--- config.mk ---
export PLATFORM = sky130hd
export DESIGN_NAME = memoryAccess
export DESIGN_NICKNAME = d
export VERILOG_FILES = /design/src/verilog/mipsPkg.sv /design/src/verilog/memoryAccess.sv
export VERILOG_INCLUDE_DIRS = /design/src /design/src/verilog
export SDC_FILE = /design/constraint.sdc
export NUM_CORES = 2
export LEC_CHECK = 0
export BUFFER_PORTS_ARGS = -buffer_cell sky130_fd_sc_hd__buf_4
export CORE_MARGIN = 5
export CORE_UTILIZATION = 44
export DETAILED_ROUTE_END_ITERATION = 10
export SLEW_MARGIN = 20
export SYNTH_ARGS = -nofsm -noshare
export SYNTH_HDL_FRONTEND = slang
export SYNTH_SLANG_ARGS = --single-unit
export TNS_END_PERCENT = 5
--- constraint.sdc ---
create_clock -name clk -period 2.7 [get_ports clk]
set_clock_uncertainty 0.2 [all_clocks]
set_input_delay 0.27 -clock clk [delete_from_list [all_inputs] [get_ports clk]]
set_output_delay 0.27 -clock clk [all_outputs]
set_load 0.02 [all_outputs]
--- src/verilog/mips_consts.svh ---
`ifndef MIPS_CONSTS_SVH
`define MIPS_CONSTS_SVH

// Machine word
`define DATA_WIDTH 32

// Memory sizes in words
`define IMEM_DEPTH 64
`define DMEM_DEPTH 64

// Opcodes, instruction bits 31:26
`define OP_RTYPE 6'h00
`define OP_J     6'h02
`define OP_BEQ   6'h04
`define OP_BNE   6'h05
`define OP_ADDI  6'h08
`define OP_LW    6'h23
`define OP_SW    6'h2b

// R-type function codes, instruction bits 5:0
`define FN_ADD 6'h20
`define FN_SUB 6'h22
`define FN_AND 6'h24
`define FN_OR  6'h25
`define FN_SLT 6'h2a

`endif
--- src/verilog/mipsPkg.sv ---
`include "mips_consts.svh"

package mipsPkg;

	// Data, addresses and instructions
	typedef logic [`DATA_WIDTH-1:0] word;

	// Register number
	typedef logic [4:0] regIndex;

	typedef enum logic [2:0] {
		aluAdd,
		aluSub,
		aluAnd,
		aluOr,
		aluSlt
	} aluOp;

	// WB, MEM and EX control groups in one word
	typedef struct packed {
		logic regWrite;
		logic memRead;
		logic memWrite;
		logic aluSrcImm;
		logic branchEq;
		logic branchNe;
		aluOp aluCode;
	} ctrlBits;

	typedef struct packed {
		ctrlBits ctrl;
		word     pcPlusFour;
		word     regA;
		word     regB;
		word     immediate;
		regIndex rs;
		regIndex rt;
		// Destination, rd for R-type and rt otherwise
		regIndex rd;
	} idExReg;

	typedef struct packed {
		ctrlBits ctrl;
		word     aluResult;
		word     storeData;
		regIndex rd;
	} exMemReg;

	typedef struct packed {
		logic    regWrite;
		word     loadData;
		word     aluResult;
		logic    memRead;
		regIndex rd;
	} memWbReg;

	// Register file write, also used for forwarding
	typedef struct packed {
		logic    write;
		regIndex regNum;
		word     value;
	} wbPort;

endpackage

--- src/verilog/memoryAccess.sv ---
`timescale 1ns/1ps
`include "mips_consts.svh"

module memoryAccess (
	input  logic             clk,
	input  logic             reset,
	input  logic             run,
	input  mipsPkg::exMemReg exMem,
	output mipsPkg::wbPort   writeBack
);
	import mipsPkg::*;

	localparam int dmemBits = $clog2(`DMEM_DEPTH);

	logic [dmemBits-1:0] wordAddr;
	memWbReg             memWb;
	word                 dataMem [`DMEM_DEPTH];

	// Word addressed, low two bits ignored
	assign wordAddr = exMem.aluResult[dmemBits+1:2];

	////////////////////////////////////////////////////////////////////////////
	// Data memory and MEM/WB register
	// Synchronous read lands in the MEM/WB register
	always_ff @(posedge clk) begin
		if (reset) begin
			for (int i = 0; i < `DMEM_DEPTH; i++) begin
				dataMem[i] <= '0;
			end
			memWb <= '0;
		end else if (run) begin
			if (exMem.ctrl.memWrite) begin
				dataMem[wordAddr] <= exMem.storeData;
			end
			memWb.regWrite <= exMem.ctrl.regWrite;
			memWb.loadData <= dataMem[wordAddr];
			memWb.aluResult <= exMem.aluResult;
			memWb.memRead <= exMem.ctrl.memRead;
			memWb.rd <= exMem.rd;
		end
	end

	// Write-back select
	// Strobe only in cycles where the pipeline advances
	always_comb begin
		writeBack.write = memWb.regWrite && run && memWb.rd != '0;
		writeBack.regNum = memWb.rd;
		writeBack.value = memWb.memRead ? memWb.loadData : memWb.aluResult;
	end

endmodule

### Word-level counts from Yosys, hierarchy flattened

Memories as Yosys holds them, arrays and structs flattened. A register that Yosys moved wholly into a read port is not among the register bits.
Cells that the tools add are included.

* register bits: 39
* RAM bits: 2048
* output and inout port bits: 38
* word-level logic and storage cells: 19
* memories kept: 1

* muxes and demuxes: 10
* reduce and logical (&&, ||, !) cells: 4

Memory list
* dataMem: depth 64, width 32, read ports 1, clocked after memory_dff 1, wr ports 64, RTL line memoryAccess.sv:17 `` word dataMem [`DMEM_DEPTH]; ``

Operators with widths (count)
* $mux 32: 2
* $reduce_or 32->1: 1
* $mux 1: 7
* $mux 6: 1
* $reduce_bool 5->1: 1
* $logic_and 1x1->1: 2

### Longest topological paths before layout

* depth after elaboration: 6
* gate-level depth with buffers: 11

### Least setup slack after synthesis

OpenSTA, ideal clock, no wires.

* kind: input-to-reg
* start: input exMem[43] in the netlist's numbering
* end: memory dataMem[13][0] in the netlist's numbering (enable)
* data arrival time: 1918 ps
* required time: 2125 ps
* slack: 207 ps
* cell stages on the path: 6
* cells stage by stage: buf_2 -> or3b_2 -> clkbuf_1 -> clkbuf_1 -> nor2_1 -> or2_2

RTL lines
* start, declared: RTL line memoryAccess.sv:8 `input mipsPkg::exMemReg exMem,`
* end, declared: RTL line memoryAccess.sv:17

==> impl_metrics.json <==
{
  "status": "complete, but fails checks",
  "violations": "setup timing",
  "antenna_found_initial": 44,
  "hold_start": "exMem[44]",
  "cts_made_buffers": 221,
  "fin_crit_sh_pct": 107,
  "final_common_cell": "and2_1",
  "crit_required_ps": 3220,
  "fmax_mhz": 346,
  "grt_usage_pct": 30.9,
  "drv_slew": 0,
  "path_class": "register to register",
  "core_region_area_sq_mm": 0.217,
  "tightest_slew_ps": 1130,
  "syn2layout_area_growth_pct": 20.6,
  "yosysSeqAreaShare_pct": 65.4,
  "drv_cap": 0,
  "vdd_drop_max_uv": 637,
  "place.port_buffers": 112,
  "instances_no_fill": 10764,
  "nets": 7776,
  "first_pass_iters": 7,
  "ys.warnings.count": 0,
  "cts_setup_buffers": 0,
  "synth.avg_cell_area_sq_um": 13.7,
  "antenna_left": 0,
  "num_vias": 66051,
  "cts_htree_levels": 4,
  "syn_area_sq_mm": 0.0962,
  "synth-edff-count": 2048,
  "hold_viol": 0,
  "crit_start": "dataMem[47][30]$_SDFFCE_PN0P_",
  "cts_sinks": 2119,
  "ys_ff_latch": 2119,
  "slew_headroom_pct": 24.4,
  "async_flop_share_pct": 0,
  "io_pins": 119,
  "synthCells": 7007,
  "clk_latency_ps": 890,
  "hold_class": "primary input to register",
  "initial_core_util_pct": 44.3,
  "crit_fanout": 1,
  "place_congestion": 0.957,
  "rows": 171,
  "clk_pin_slew_ps": 60,
  "cts_buffer_depth": 3,
  "cp.arrival_ps": 3410,
  "drc_errors": 0,
  "layout_common_cells": "and2_1, edfxtp_1, buf_4, a221oi_1, mux2i_1",
  "layout-drive-gt1-share_pct": 23.3,
  "worstSetupStartpointType": "register",
  "fin_util_pct": 53.4,
  "synthesis.nets": 7088,
  "die_h_microns": 478,
  "wl_per_cell_microns": 33.5,
  "endpoint_kind": "register",
  "min_period_ps": 2890,
  "synth_cell_types": 78,
  "via_per_inst": 6.14,
  "reg2reg_from": "dataMem[47][30]$_SDFFCE_PN0P_",
  "grt_pass1_wl_microns": 502000,
  "tns_ps": -576,
  "clock_tree.root_cell": "clkbuf_16",
  "dp.cells": 10183,
  "wirelength_microns": 361000,
  "cts_tree": "built",
  "grt_max_degree": 136,
  "setup_viol": 7,
  "pre_cts_ws_ps": -914,
  "whs_ps": 69.5,
  "p_per_area_mw_per_mm2": 656,
  "rsz0062_at_grt": "yes",
  "p_leak_nw": 42.2,
  "overflow": 0,
  "rrSetupSlack_ps": -190,
  "die_x_microns": 478,
  "setup_ws_ps": -191,
  "die_area_sq_mm": 0.228,
  "grt_pass1_vias": 64380,
  "drtIter0Drc": 9111,
  "synth_ff_type": "edfxtp_1",
  "dp_hpwl_microns": 236000
}
==> sequential cells by signal (all words and copies together), names as in the netlist <==
register,count
dataMem,2048
memWb,66
writeBack,5
==> cells by family (layout without fill, tap and decap cells) <==
family / after synthesis / count (layout) / synth area share [%]
buffers and inverters: 759 / 1637 / 3.59
other: 0 / 25 / 0
AND/OR/NAND/NOR: 2569 / 2569 / 15.8
AO/OA/AOI/OAI: 1052 / 1052 / 8.32
multiplexers: 508 / 508 / 6.91
flip-flops: 2119 / 2119 / 65.4
==> metal layers <==
metal,up-vias,GRT usage [%],part of all wire (%)
li1,27268,-,-
met2,4169,46.5,44
met1,33739,40.7,38
met4,14,17.5,6.6
met3,861,8.37,12
met5,-,0,0.023
==> final timing paths <==
check             depth (start not counted)                     end
setup / recovery                          6  memWb[68]$_SDFFE_PP0P_
hold / removal                            5  memWb[52]$_SDFFE_PP0P_
setup reg to reg                          6  memWb[68]$_SDFFE_PP0P_
hold reg to reg                           2  memWb[44]$_SDFFE_PP0P_
==> critical path, cell delays in order, from the launching register on <==
cell,delay (ps)
edfxtp_1,370
mux2_2,290
a221oi_1,380
buf_4,180
o22ai_1,250
a222oi_1,910
a31oi_1,170
==> report_power, final <==
| group | internal, mW | switching (mW) |
|---|---|---|
| Sequential | 37.6 | 0.588 |
| Clock | 16.8 | 13.2 |
| Combinational | 2.93 | 4.96 |
==> what timing repair did <==
action | 4_1_cts | 5_1_grt
endpoints found under the hold margin | 1122 | 0
hold buffers | 143 | 0
resized for setup | 10 | 7
endpoints found under the setup margin | 36 | 20
==> final cells by class <==
type | instances | area, sq um
multi-input cells | 4129 | 30200
diodes | 25 | 62.6
clock buffers | 264 | 5840
fillers | 17772 | 101000
repair buffers | 1219 | 12300
well taps | 2854 | 3570
flip-flops and latches | 2119 | 62900
clock inverters | 149 | 1180
inverters | 5 | 28.8
==> per-stage QoR <==
step	instance area, sq um	power [mW]
after floorplan	96200	41.9
after global placement	107000	46.3
after detailed placement	107000	46.4
after CTS	116000	76.1
after global routing	116000	77.9
final	116000	76.1
==> cell usage after synthesis (all sizes together) (5+ instances only) <==
cell	instances	share of area, %
nor2b	6	0.039
a21oi	108	0.56
or2	68	0.44
nand2	87	0.34
mux2	170	2.0
o21bai	6	0.047
buf	270	1.7
nor3	27	0.15
nand2b	6	0.039
mux2i	231	2.4
dfxtp	71	1.5
a211oi	10	0.078
a2111oi	7	0.077
o211ai	8	0.062
nor2	269	1.1
a221oi	331	3.1
o31ai	6	0.047
o221ai	19	0.17
a31oi	19	0.12
a221o	29	0.30
a22oi	175	1.4
a311oi	16	0.15
o22a	19	0.17
o22ai	91	0.59
o2bb2ai	16	0.15
and2	2054	13
a222oi	16	0.17
a22o	26	0.24
inv	5	0.020
nand3	13	0.068
a2bb2oi	7	0.064
a211o	5	0.046
and3	11	0.072
edfxtp	2048	64
o31a	8	0.073
clkbuf	484	1.9
o21ai	107	0.56
mux4	107	2.5
Note: power is estimated with default switching activity, not from simulation.
