$ cat src/verilog/mips_consts.svh
`ifndef MIPS_CONSTS_SVH
`define MIPS_CONSTS_SVH

// Machine word
`define DATA_WIDTH 32

// Memory sizes in words
`define IMEM_DEPTH 64
`define DMEM_DEPTH 64

// Opcodes, instruction bits 31:26
`define OP_RTYPE 6'h00
`define OP_J     6'h02
`define OP_BEQ   6'h04
`define OP_BNE   6'h05
`define OP_ADDI  6'h08
`define OP_LW    6'h23
`define OP_SW    6'h2b

// R-type function codes, instruction bits 5:0
`define FN_ADD 6'h20
`define FN_SUB 6'h22
`define FN_AND 6'h24
`define FN_OR  6'h25
`define FN_SLT 6'h2a

`endif
$ cat src/verilog/mipsPkg.sv
`include "mips_consts.svh"

package mipsPkg;

	// Data, addresses and instructions
	typedef logic [`DATA_WIDTH-1:0] word;

	// Register number
	typedef logic [4:0] regIndex;

	typedef enum logic [2:0] {
		aluAdd,
		aluSub,
		aluAnd,
		aluOr,
		aluSlt
	} aluOp;

	// WB, MEM and EX control groups in one word
	typedef struct packed {
		logic regWrite;
		logic memRead;
		logic memWrite;
		logic aluSrcImm;
		logic branchEq;
		logic branchNe;
		aluOp aluCode;
	} ctrlBits;

	typedef struct packed {
		ctrlBits ctrl;
		word     pcPlusFour;
		word     regA;
		word     regB;
		word     immediate;
		regIndex rs;
		regIndex rt;
		// Destination, rd for R-type and rt otherwise
		regIndex rd;
	} idExReg;

	typedef struct packed {
		ctrlBits ctrl;
		word     aluResult;
		word     storeData;
		regIndex rd;
	} exMemReg;

	typedef struct packed {
		logic    regWrite;
		word     loadData;
		word     aluResult;
		logic    memRead;
		regIndex rd;
	} memWbReg;

	// Register file write, also used for forwarding
	typedef struct packed {
		logic    write;
		regIndex regNum;
		word     value;
	} wbPort;

endpackage

$ cat src/verilog/instructionFetch.sv
`timescale 1ns/1ps
`include "mips_consts.svh"

module instructionFetch (
	input  logic         clk,
	input  logic         reset,
	input  logic         run,
	// Program load port, byte address like the PC
	input  logic         loadProgram,
	input  mipsPkg::word programAddress,
	input  mipsPkg::word programInstruction,
	input  logic         writeInstruction,
	// Hazard hold and redirects
	input  logic         stall,
	input  logic         jumpTaken,
	input  mipsPkg::word jumpTarget,
	input  logic         branchTaken,
	input  mipsPkg::word branchTarget,
	// IF/ID register
	output mipsPkg::word instruction,
	output mipsPkg::word pcNext
);
	import mipsPkg::*;

	localparam int imemBits = $clog2(`IMEM_DEPTH);

	word pc;
	word pcPlusFour;
	word fetched;
	word instrMem [`IMEM_DEPTH];

	assign pcPlusFour = pc + word'(4);
	// Word index from the byte address
	assign fetched = instrMem[pc[imemBits+1:2]];

	// One word per write strobe while loading
	always_ff @(posedge clk) begin
		if (loadProgram && writeInstruction) begin
			instrMem[programAddress[imemBits+1:2]] <= programInstruction;
		end
	end

	////////////////////////////////////////////////////////////////////////////
	// Program counter
	// Branch from execute wins over jump from decode
	always_ff @(posedge clk) begin
		if (reset || loadProgram) begin
			pc <= '0;
		end else if (run) begin
			if (branchTaken) begin
				pc <= branchTarget;
			end else if (jumpTaken) begin
				pc <= jumpTarget;
			end else if (!stall) begin
				pc <= pcPlusFour;
			end
		end
	end

	////////////////////////////////////////////////////////////////////////////
	// IF/ID register
	// Cleared to a NOP on any redirect, held on stall
	always_ff @(posedge clk) begin
		if (reset) begin
			instruction <= '0;
			pcNext <= '0;
		end else if (run) begin
			if (branchTaken || jumpTaken) begin
				instruction <= '0;
				pcNext <= '0;
			end else if (!stall) begin
				instruction <= fetched;
				pcNext <= pcPlusFour;
			end
		end
	end

endmodule

$ cat config.mk
export PLATFORM = sky130hd
export DESIGN_NAME = instructionFetch
export DESIGN_NICKNAME = d
export VERILOG_FILES = /design/src/verilog/mipsPkg.sv /design/src/verilog/instructionFetch.sv
export VERILOG_INCLUDE_DIRS = /design/src /design/src/verilog
export SDC_FILE = /design/constraint.sdc
export NUM_CORES = 2
export LEC_CHECK = 0
export CAP_MARGIN = 15
export CORE_MARGIN = 2
export CORE_UTILIZATION = 45
export DETAILED_ROUTE_END_ITERATION = 7
export DONT_BUFFER_PORTS = 1
export GPL_TIMING_DRIVEN = 0
export PLACE_DENSITY = 0.66
export SYNTH_ARGS = -nofsm -noshare
export SYNTH_HDL_FRONTEND = slang
export SYNTH_SLANG_ARGS = --single-unit
$ cat constraint.sdc
create_clock -name clk -period 10.43 [get_ports clk]
set_clock_uncertainty 0.05 [all_clocks]
set_input_delay 0.5215 -clock clk [delete_from_list [all_inputs] [get_ports clk]]
set_output_delay 0.5215 -clock clk [all_outputs]
set_load 0.01 [all_outputs]
# == Yosys cells after proc, flatten, opt, wreduce, memory -nomap -nowiden ==
# Memory sizes are Yosys's and may differ from the RTL's. A register that Yosys moved wholly into a read port is not among the register bits.
# Cells that the tools add are included.
# op_classes
add_sub_neg,1
n_reduce_logical,5
muxes,10
n_eq_ne,2
# ops
cell,count
two-way mux 32 bit,6
"adder 32 x 3 -> 32 bit, second input constant",1
two-way mux 6 bit,2
AND reduction 2 bit,2
"inequality test 3 x 1 -> 1 bit, second input constant",1
logical OR 1 bit,2
two-way mux 1 bit,2
"inequality test 2 x 1 -> 1 bit, second input constant",1
logical AND 1 bit,1
# totals
mem_count,1
output_inout_bits,64
in_bits,136
ram_bits,2048
regBits,96
# memory_table
memory,depth,width,rd,rd_ports_with_merged_regs,wr,line,source
instrMem,64,32,1,1,1,instructionFetch.sv:30,word instrMem [`IMEM_DEPTH];

# == Depth between registers and ports, before layout ==
# logic_depth
ltp_word,6
mapped_depth,11
ltp_nobuf,6

# == Worst setup path after synthesis ==
# No wires, ideal clock.
# synth_timing
kind,input to register
from,input programAddress[7]
to,"memory instrMem[48][0] (netlist bit), enable pin"
path_buffers,1
cell_stages,5
path_slack_ns,6.616
required_ns,9.919
setup_ns,0.461
arrival_time_ns,3.303
cell_sequence,clkbuf_1 -> nand2_1 -> nor3_1 -> nand2b_1 -> nor3_1
# synth_rtl
item,line,source
"start, declared",instructionFetch.sv:10,"input mipsPkg::word programAddress,"
"end, declared",instructionFetch.sv:30,
# No word-level cell before the write port.

# == Worst setup path in the final report ==
# layout_timing
from,input run
to,register instruction[26]
# layout_between
elab_chain_cells,1
# layout_lines
item,line,source
"start, declared",instructionFetch.sv:7,"input logic run,"
AND reduction 2 bit (no line),--,
"end signal, assigned",instructionFetch.sv:72,instruction <= fetched;
"end, declared",instructionFetch.sv:20,"output mipsPkg::word instruction,"
# No other way between the ends.
# A chain may end at the register's enable or synchronous reset.

==> results.md <==
- Vias in the first global route: 46200
- Antenna violations before repair: 22
- Count of final max-slew check failures: 0
- Placed cell count: 6671
- Post-CTS resize count: 0
- DRC viols: 0
- Worst relative slew slack: 6.10%
- Total grt overflow: 0
- Synth Instances: 4074
- Worst-path fanout max: 10
- Clock tree sinks: 2150
- Routing usage on met1: 40.7%
- Mapped Nets: 4211
- Final non-filler cell total: 7184
- Final hold vios: 0
- Measured slew at the worst slew-check pin: 1.41 ns
- Drt first-iter violations: 9421
- Hpwl dp: 200 mm
- # Post-CTS Setup Buffers: 0
- Share of the synthesized area in the top cell type: 73.6%
- Required time worst endpoint: 11.20 ns
- CP startpoint kind: primary input
- NumNets Final: 4657
- Met2 Use GR: 45.9%
- Crit end category: flip-flop
- HP Class: in2reg
- Layer with the highest usage: met2
- Syn_area_per_cell: 20.5 sq um
- Die footprint: 189000 sq um
- Leak pwr: 30.0 nW
- Synth area leaders: edfxtp_1 (74%), mux4_2 (13%), dfxtp_1 (2.4%), mux2i_1 (1.4%), nand2_1 (0.97%)
- Post-DR wirelength/cell: 41.7 um
- DIE HEIGHT: 435 um
- Final Cycle Share: 41.4%
- Final RePlAce weighted congestion: 0.973
- PD cells: 183 nW/um^2
- M3 GR Usage: 10.9%
- Setup TNS: 0 ns
- TritonCTS Buffers: 207
- RSZ-0062 raised after global routing: no
- Fmax: 232 MHz
- Remaining antenna violation count: 0
- Cell Area, Synth: 83600 sq um
- First drt pass iteration count: 7
- CTS tree: yes
- Count leader, synth: edfxtp_1
- First-pass GRT wire length: 400 mm
- Clock-pin slew on the worst setup and hold paths: 0.06 ns
- Synth area leader: edfxtp_1
- Post-synthesis cell type count: 84
- WS Path Type: in2reg
- Port Buffers: 0
- Run status: finished clean
- Synth async-reset ratio: 0%
- Ports: 200
- Synthesis Warnings: 0
- DRT Wirelength: 299 mm
- Die width: 435 um
- Max-cap violations: 0
- Max clock buf depth: 3
- Skew-Pair Late Insertion Delay: 0.89 ns
- Initial Utilization: 45.2%
- Hold_ws: 0.0551 ns
- Rows: 158
- Seq/Total Area, Yosys: 76.0%
- Data arrival, critical path: 5.08 ns
- Tot GR Track Use: 31.3%
- Vias post-DR: 48600
- Commonest cells in the netlist: edfxtp_1 (2048), mux4_2 (482), nand2_1 (215)
- Layout area overhead: 17.3%
- Synth Flop Type: edfxtp_1
- VDD IR max: 0.189 mV
- Vias per cell: 6.77
- Core Area: 185000 sq um
- Pin count of the biggest net entering global routing: 65
- Pwr Total: 17.9 mW
- H-tree Lvls: 4
- Final setup viols: 0
- EDFF count, synth: 2048
- Seq cells post-synth: 2150
- Clock Tree Root: clkbuf_16
- Minimum clock period: 4.31 ns
- Layout cell share with drive strength beyond 1: 25.4%
-- sequential cells by signal, indices dropped and copies added, names as in the netlist, named ones only --
name and count:
instrMem 2048, instruction 32, pc 32, pcNext 32
-- cells by family after synthesis --
logic type                 Yosys count  synth area share [%]
DFF                               2150                  76.0
and+or+nand+nor                    562                  3.15
buffers and inverters              250                  1.81
xor gates and xnor gates            17                 0.178
muxes                              627                  14.9
AOI/OAI and AO/OA                  467                  3.91
adders and majority gates            1                0.0150
-- final timing paths --
kind,start,end,slack [ns],cells past startpoint
setup / recovery,run,instruction[26],6.12,11
hold / removal,loadProgram,pc[17],0.06,3
setup reg to reg,flip-flop,instruction[18],6.27,8
hold reg to reg,pcNext[20],pcNext[20],0.45,2
-- layer usage --
layer,wire [um],vias up
met2,131000,4473
li1,-,18000
met4,21000,28
met1,101000,25300
met3,45900,883
met5,211,-
-- layout make-up --
cell class                      instances  area [sq um]
Antenna cell                           10          25.0
Buffer                                237          1460
Clock buffer                          266          5550
Clock inverter                        117          1170
Fill cell                           14200         87000
Inverter                               13          48.8
Multi-Input combinational cell       1674         19000
Sequential cell                      2150         63500
Tap cell                             2480          3100
Timing Repair Buffer                  237          4120
-- what timing repair did --
item	4_1_cts	5_1_grt
hold buffers	118	0
endpoints found under the setup margin	0	0
endpoints found under the hold margin	2083	0
-- worst max-delay path, cell delays in order --
cell and delay, ns:
dlygate4sd3_1 0.53, buf_2 0.23, nor4b_2 1.11, buf_4 0.35
nand2_1 0.53, buf_16 0.40, clkbuf_1 0.28, buf_8 0.24
nor3_1 0.55, o21ai_0 0.18, nand4_1 0.12
-- power by group --
group | switching, mW | total, mW | internal (mW)
sequential | 0.0260 | 9.51 | 9.48
combinational | 0.591 | 0.875 | 0.284
clock | 3.34 | 7.51 | 4.17
-- per-stage QoR --
| step | instance area, sq um | worst slack (ns) | util [%] |
|---|---|---|---|
| final | 98000 | 6.12 | 53.0 |
| after global routing | 98000 | 6.25 | 53.0 |
| after CTS | 98000 | 6.44 | 52.9 |
| after detailed placement | 89500 | 6.04 | 48.4 |
| after global placement | 86700 | 2.66 | 46.8 |
| after floorplan | 83600 | 6.62 | - |
-- cell usage in the layout, fill, tap and decap left out, types with 18 or more instances in the layout --
cell type      count
nand2b_1          18
mux2_2            19
mux4_2           482
mux2i_1          119
buf_6             26
buf_16            55
clkbuf_16        211
nor3_1            32
a21oi_1           75
o22ai_1           38
a211oi_1          25
buf_12            80
edfxtp_1        2048
and3_1            18
buf_2             74
a221oi_1          18
a22oi_1           76
o21ai_0           71
clkinv_2          41
dfxtp_1          102
nand2_1          215
buf_4             52
clkinv_1          35
nor2_1            73
clkbuf_1         124
nand3_1           43
dlygate4sd3_1     86
nor2_4            62
Note: power is estimated with default switching activity, not from simulation.
