$ cat src/verilog/mips_consts.svh
`ifndef MIPS_CONSTS_SVH
`define MIPS_CONSTS_SVH

// Machine word
`define DATA_WIDTH 32

// Memory sizes in words
`define IMEM_DEPTH 64
`define DMEM_DEPTH 64

// Opcodes, instruction bits 31:26
`define OP_RTYPE 6'h00
`define OP_J     6'h02
`define OP_BEQ   6'h04
`define OP_BNE   6'h05
`define OP_ADDI  6'h08
`define OP_LW    6'h23
`define OP_SW    6'h2b

// R-type function codes, instruction bits 5:0
`define FN_ADD 6'h20
`define FN_SUB 6'h22
`define FN_AND 6'h24
`define FN_OR  6'h25
`define FN_SLT 6'h2a

`endif
$ cat src/verilog/mipsPkg.sv
`include "mips_consts.svh"

package mipsPkg;

	// Data, addresses and instructions
	typedef logic [`DATA_WIDTH-1:0] word;

	// Register number
	typedef logic [4:0] regIndex;

	typedef enum logic [2:0] {
		aluAdd,
		aluSub,
		aluAnd,
		aluOr,
		aluSlt
	} aluOp;

	// WB, MEM and EX control groups in one word
	typedef struct packed {
		logic regWrite;
		logic memRead;
		logic memWrite;
		logic aluSrcImm;
		logic branchEq;
		logic branchNe;
		aluOp aluCode;
	} ctrlBits;

	typedef struct packed {
		ctrlBits ctrl;
		word     pcPlusFour;
		word     regA;
		word     regB;
		word     immediate;
		regIndex rs;
		regIndex rt;
		// Destination, rd for R-type and rt otherwise
		regIndex rd;
	} idExReg;

	typedef struct packed {
		ctrlBits ctrl;
		word     aluResult;
		word     storeData;
		regIndex rd;
	} exMemReg;

	typedef struct packed {
		logic    regWrite;
		word     loadData;
		word     aluResult;
		logic    memRead;
		regIndex rd;
	} memWbReg;

	// Register file write, also used for forwarding
	typedef struct packed {
		logic    write;
		regIndex regNum;
		word     value;
	} wbPort;

endpackage

$ cat src/verilog/execute.sv
`timescale 1ns/1ps

module execute (
	input  logic             clk,
	input  logic             reset,
	input  logic             run,
	input  mipsPkg::idExReg  idEx,
	input  mipsPkg::wbPort   writeBack,
	output logic             branchTaken,
	output mipsPkg::word     branchTarget,
	output mipsPkg::exMemReg exMem
);
	import mipsPkg::*;

	word  opA;
	word  fwdB;
	word  opB;
	word  aluResult;
	logic equal;

	// Newest value first, memory stage then write-back
	function automatic word forward(input regIndex src, input word decoded);
		if (src == '0) begin
			return decoded;
		end
		if (exMem.ctrl.regWrite && exMem.rd == src) begin
			return exMem.aluResult;
		end
		if (writeBack.write && writeBack.regNum == src) begin
			return writeBack.value;
		end
		return decoded;
	endfunction

	////////////////////////////////////////////////////////////////////////////
	// Operand select
	always_comb begin
		opA = forward(idEx.rs, idEx.regA);
		fwdB = forward(idEx.rt, idEx.regB);
	end

	// Immediate for ADDI and address calculation
	assign opB = idEx.ctrl.aluSrcImm ? idEx.immediate : fwdB;

	// ALU
	always_comb begin
		case (idEx.ctrl.aluCode)
			aluSub: aluResult = opA - opB;
			aluAnd: aluResult = opA & opB;
			aluOr:  aluResult = opA | opB;
			aluSlt: aluResult = word'($signed(opA) < $signed(opB));
			default: aluResult = opA + opB;
		endcase
	end

	////////////////////////////////////////////////////////////////////////////
	// Branch resolution
	// Compare uses forwarded registers, never the immediate
	assign equal = (opA == fwdB);
	assign branchTaken = (idEx.ctrl.branchEq && equal) || (idEx.ctrl.branchNe && !equal);
	// Word offset relative to the delay slot address
	assign branchTarget = idEx.pcPlusFour + (idEx.immediate << 2);

	// EX/MEM register
	always_ff @(posedge clk) begin
		if (reset) begin
			exMem <= '0;
		end else if (run) begin
			exMem.ctrl <= idEx.ctrl;
			exMem.aluResult <= aluResult;
			// Store data after forwarding
			exMem.storeData <= fwdB;
			exMem.rd <= idEx.rd;
		end
	end

endmodule

$ cat config.mk
export PLATFORM = sky130hd
export DESIGN_NAME = execute
export DESIGN_NICKNAME = d
export VERILOG_FILES = /design/src/verilog/mipsPkg.sv /design/src/verilog/execute.sv
export VERILOG_INCLUDE_DIRS = /design/src /design/src/verilog
export SDC_FILE = /design/constraint.sdc
export NUM_CORES = 1
export LEC_CHECK = 0
export ABC_AREA = 1
export BUFFER_PORTS_ARGS = -buffer_cell sky130_fd_sc_hd__buf_2
export CELL_PAD_IN_SITES_DETAIL_PLACEMENT = 1
export CELL_PAD_IN_SITES_GLOBAL_PLACEMENT = 1
export CORE_MARGIN = 2
export CORE_UTILIZATION = 37
export CTS_CLUSTER_SIZE = 16
export DETAILED_ROUTE_END_ITERATION = 6
export MAX_ROUTING_LAYER = met4
export PLACE_DENSITY_LB_ADDON = 0.1
export REMOVE_ABC_BUFFERS = 1
export SYNTH_ARGS = -nofsm -noshare
export SYNTH_HDL_FRONTEND = slang
export SYNTH_SLANG_ARGS = --single-unit
$ cat constraint.sdc
create_clock -name clk -period 4.4 [get_ports clk]
set_clock_uncertainty 0.2 [all_clocks]
set_input_delay 0.44 -clock clk [delete_from_list [all_inputs] [get_ports clk]]
set_output_delay 0.44 -clock clk [all_outputs]
set_load 0.005 [all_outputs]
# After elaboration in Yosys (flattened, before gate mapping)
# Index checks and enable logic that the tools add are counted.
dict set report classes {
  addsub 3
  order_cmp 1
  eq_ne 9
  n_mux 26
  n_bitwise 2
  n_reduce_logical 10
}
# op count
set ops {}
lappend ops {{2-to-1 mux 32 bit} 13}
lappend ops {{case mux 32 bit (4 select lines)} 1}
lappend ops {{adder 32 bit} 2}
lappend ops {{bitwise AND 32 bit} 1}
lappend ops {{== test 32 bit} 1}
lappend ops {{less-than comparator 32 bit} 1}
lappend ops {{bitwise OR 32 bit} 1}
lappend ops {{subtractor 32 bit} 1}
lappend ops {{== test 5 bit} 4}
lappend ops {{2-to-1 mux 1 bit} 12}
lappend ops {{zero test 5 bit} 2}
lappend ops {{== test 3 x 2 -> 1 bit, second input constant} 2}
lappend ops {{logical AND 1 bit} 6}
lappend ops {{== test 3 x 1 -> 1 bit, second input constant} 1}
lappend ops {{== test 3 bit, second input constant} 1}
lappend ops {{zero test 1 bit} 1}
lappend ops {{logical OR 1 bit} 1}
dict set report word_totals {
  ff_bits 78
  inputBits 193
  out_inout_bits 111
  wordCells 61
}

# Depth between registers and ports, before layout
dict set report depth {
  ltp_word 13
  ltp_mapped 30
  depth_no_buf 29
}

# Worst setup path before layout
# Ideal clock, no wire load.
dict set report synth_path {
  path_type {input to register}
  startpoint {input idEx[5] (netlist name)}
  endpoint {register exMem[58] (netlist name)}
  setup_time_ns 0.117
  arrival_time_ns 3.687
  required_time_ns 4.083
  slack_ns 0.396
  stages 25
  path_buffers 1
  path_cell_list {inv_1 nand2_1 nor4_4 inv_2 buf_2 o21ai_0 o21ai_1 o21ai_0 inv_1 ha_1 or2_2 o21ai_1 a21oi_1 inv_1 nand2_1 nand2_1 inv_1 o21ai_1 nand2_1 nand2_1 nand2_1 nand3_1 nand2_1 nor2_1 nor2_1}
}
dict set report synth_between {
  elab_chain_len 11
}
# item line_no
set synth_lines {}
lappend synth_lines {{from (decl)} execute.sv:7} ;# input mipsPkg::idExReg idEx,
lappend synth_lines {{== test 5 bit} execute.sv:29} ;# if (writeBack.write && writeBack.regNum == src) begin
lappend synth_lines {{logical AND 1 bit} execute.sv:29}
lappend synth_lines {{2-to-1 mux 1 bit (2 in a row)} execute.sv:29}
lappend synth_lines {{2-to-1 mux 1 bit} execute.sv:26} ;# if (exMem.ctrl.regWrite && exMem.rd == src) begin
lappend synth_lines {{2-to-1 mux 32 bit} execute.sv:32} ;# return decoded;
lappend synth_lines {{2-to-1 mux 32 bit} execute.sv:29}
lappend synth_lines {{2-to-1 mux 32 bit *} execute.sv:26}
lappend synth_lines {{2-to-1 mux 32 bit *} execute.sv:43} ;# assign opB = idEx.ctrl.aluSrcImm ? idEx.immediate : fwdB;
lappend synth_lines {{adder 32 bit (tied with other cells)} execute.sv:52} ;# default: aluResult = opA + opB;
lappend synth_lines {{case mux 32 bit (4 select lines) *} execute.sv:47} ;# case (idEx.ctrl.aluCode)
lappend synth_lines {{to (decl)} execute.sv:11} ;# output mipsPkg::exMemReg exMem
# Every way passes the cells marked *; elsewhere a longest branch is shown, timed or not. The select of a mux whose other input is x is not followed.
# A chain may end at the register's enable or synchronous reset.

# Final worst setup path
dict set report layout_path {
  startpoint {register exMem[4] (netlist name)}
  endpoint {register exMem[66] (netlist name)}
}
dict set report layout_between {
  elab_chain_len 10
}
# item line_no
set layout_lines {}
lappend layout_lines {{== test 5 bit} execute.sv:26}
lappend layout_lines {{logical AND 1 bit} execute.sv:26}
lappend layout_lines {{2-to-1 mux 32 bit} execute.sv:26}
lappend layout_lines {{2-to-1 mux 32 bit} execute.sv:29}
lappend layout_lines {{2-to-1 mux 32 bit} execute.sv:32}
lappend layout_lines {{2-to-1 mux 32 bit} execute.sv:29}
lappend layout_lines {{2-to-1 mux 32 bit} execute.sv:26}
lappend layout_lines {{2-to-1 mux 32 bit} execute.sv:43}
lappend layout_lines {{adder 32 bit (tied with other cells)} execute.sv:52}
lappend layout_lines {{case mux 32 bit (4 select lines) *} execute.sv:47}
# Marked as above.

==> metrics <==
status=complete, no violations; Final period util=0.9609; DIE WIDTH=190.6 µm; fill count=5037; 1st-iter DRT viols=approximately 1100; VDD IR max=approximately 200 µV; layout cells sized above 1=0.2503; Hold Path Class=in -> reg; initial antenna violation count=2; Worst Path Arrival=about 4.3 ns; design area=17420 µm²; Ports=304; Worst Setup End Kind=flop; largest area contributor in the synthesized netlist=nand2_1; CP Data Required Time=~4.5 ns; worst skew pair latency=0.40 ns; CTS tree=built; clock transition at the registers of the reported paths=about 0.080 ns; synth top area cells=nand2_1 16%, ha_1 12%, dfxtp_1 12%; # H-tree levels=3; Die Ht=around 190 µm; Area Overhead vs Synth=35.25%; Via density=roughly 5.5; Final Hold Fails=0; RSZ-0062 raised after global routing=yes; sequential share of the synthesized area=0.1212; Avg Inst Size Synth=5.451 µm²; Site Rows=68; Synth Instances=about 2400; Tmin final=around 4.2 ns; post-route setup slack=between 0.15 and 0.2 ns; first-pass GRT wire length=just over 100000 µm; DP Area=16810 µm²; CTS Hold Bufs=0; pre-CTS WS=-0.2102 ns; number of distinct library cells after synthesis=50; CTS Buf Count=9; endpoints failing setup=0; Mapped Area=12880 µm²; Leakage=9.846 nW; number of remaining DRC errors=0; vias in the first global route=approximately 19000; clk sinks=between 70 and 80; share of the synthesized area in the top cell type=0.1626; most common cell in the netlist=nand2_1; clk buf depth=2; fin. max-slew vios=0; Post-synth top cells=558 x nand2_1, 387 x inv_1, 328 x nor2_1; final WL=between 70000 and 80000 µm; Synth Flop Type=dfxtp_1; slew margin rel.=0.3293; crit-path max FO=10; Placed Instances=3303; Initial Utilization=0.3747; DR WL/cell=21.08 µm; Post-synth EDFFs=0; Biggest register=exMem; die area=36320 µm²; FFs w/ async S/R, synth=0; Worst-Margin Slew=1.005 ns; total core area=approximately 34000 µm²; largest net degree at the start of global routing=66; fin nets=3188; Yosys reg bits=78; Antenna Nets Post-Route=0; Port Buffers=299; PwrDens=244.4 nW/µm²; f_max=236.5 MHz; crit path kind=reg -> reg; overall global routing resource usage=0.3827; hold slack=between 0.07 and 0.08 ns; GP Congestion=1.002; startpoint types=flop; CTS root buffer=clkbuf_16; Finished Layout Cells=3329; YS warnings=0; post-DP HPWL=56650 µm; number of flip-flops in the largest register=78; routed via count=18160; biggest regs=exMem x78; drt first pass iters=5; max-cap viol count=0; GRT overflow=0
power breakdown:
part	internal [mW]	switching, mW
logic	1.02	1.52
registers	0.769	0.0555
clock network	0.450	0.447
total	2.24	2.02
routing by layer:
metal | vias to the layer above | track usage | part of all wire
met3 | 173 | 0.04380 | 0.062
met4 | 0 | 0.1732 | 0.046
met2 | 684 | 0.6333 | 0.47
met5 | - | - | 0
met1 | 8773 | 0.4672 | 0.43
li1 | 8531 | - | -
path summary, 6_finish.rpt:
| check | endpoint | slack [ns] | startpoint | cells past startpoint |
|---|---|---|---|---|
| max | exMem[66] | 0.17 | exMem[4] | 26 |
| min | exMem[77] | 0.08 | idEx[151] | 3 |
| max reg2reg | exMem[66] | 0.17 | exMem[4] | 26 |
| min reg2reg | exMem[7] | 0.29 | exMem[7] | 2 |
cells by family after synthesis:
group	Yosys count	share of synthesized area
DFF	78	0.1212
buffers and inverters	512	0.1559
adders and majority gates	128	0.1261
xor gates and xnor gates	39	0.02652
and+or+nand+nor	1028	0.3224
AOI/OAI and AO/OA	578	0.2478
timing repair:
action                                 4_1_cts  5_1_grt
endpoints found under the hold margin        0        0
pin swaps                                    0        7
setup endpoints to repair                    9       22
buffers inserted                             0        7
resized for setup                            7       97
gates cloned                                 0        1
per-stage QoR:
step / power, mW / TNS [ns] / util
6_report: 4.258 / 0 / 0.5068
5_1_grt: 4.500 / -0.4216 / 0.5068
4_1_cts: 4.142 / -0.04458 / 0.4980
3_5_place_dp: 3.236 / -2.181 / 0.4891
3_3_place_gp: 3.166 / -0.2284 / 0.4891
2_1_floorplan: 2.021 / -0.7953 / -
area by class of cell:
type / instances / area (µm²) / area share
Antenna cell: 2 / 5.005 / 0.0002873
Multi-Input combinational cell: 1773 / 9530 / 0.5471
Sequential cell: 78 / 1565 / 0.08985
Tap cell: 455 / 569.3 / 0.03268
Timing Repair Buffer: 593 / 3899 / 0.2238
Inverter: 412 / 1549 / 0.08892
Clock buffer: 9 / 225.2 / 0.01293
Clock inverter: 7 / 77.57 / 0.004453
worst max-delay path, stage by stage (launching register included):
cell	delay [ns]
dfxtp_1	0.31
buf_4	0.15
nand2_1	0.07
nand2_1	0.10
nor2_4	0.16
nand2_1	0.11
nor2_4	0.15
buf_12	0.17
buf_4	0.14
nor2_1	0.06
o21ai_0	0.23
o21ai_1	0.14
buf_4	0.14
buf_4	0.12
ha_1	0.24
a21oi_1	0.26
inv_1	0.14
a21oi_2	0.22
buf_4	0.15
o21a_1	0.16
nor2_1	0.10
nor3_1	0.22
nand3_1	0.12
nand3_1	0.09
nand3_1	0.09
nand2_1	0.07
inv_1	0.04
placed cells by master, fill, tap and decap left out, types with 11 or more instances in the layout:
master and n:
a21oi_1 196, a31oi_1 13, buf_12 14, buf_2 298, buf_4 280, dfxtp_1 75
ha_1 117, inv_1 385, inv_2 25, nand2_1 550, nand2_2 12, nand3_1 72
nand4_1 16, nor2_1 317, nor2_2 16, nor3_1 20, o211ai_1 36, o21a_1 11
o21ai_0 168, o21ai_1 84, o21ai_2 12, xor2_1 29
Power figures use the tool's default switching activity.
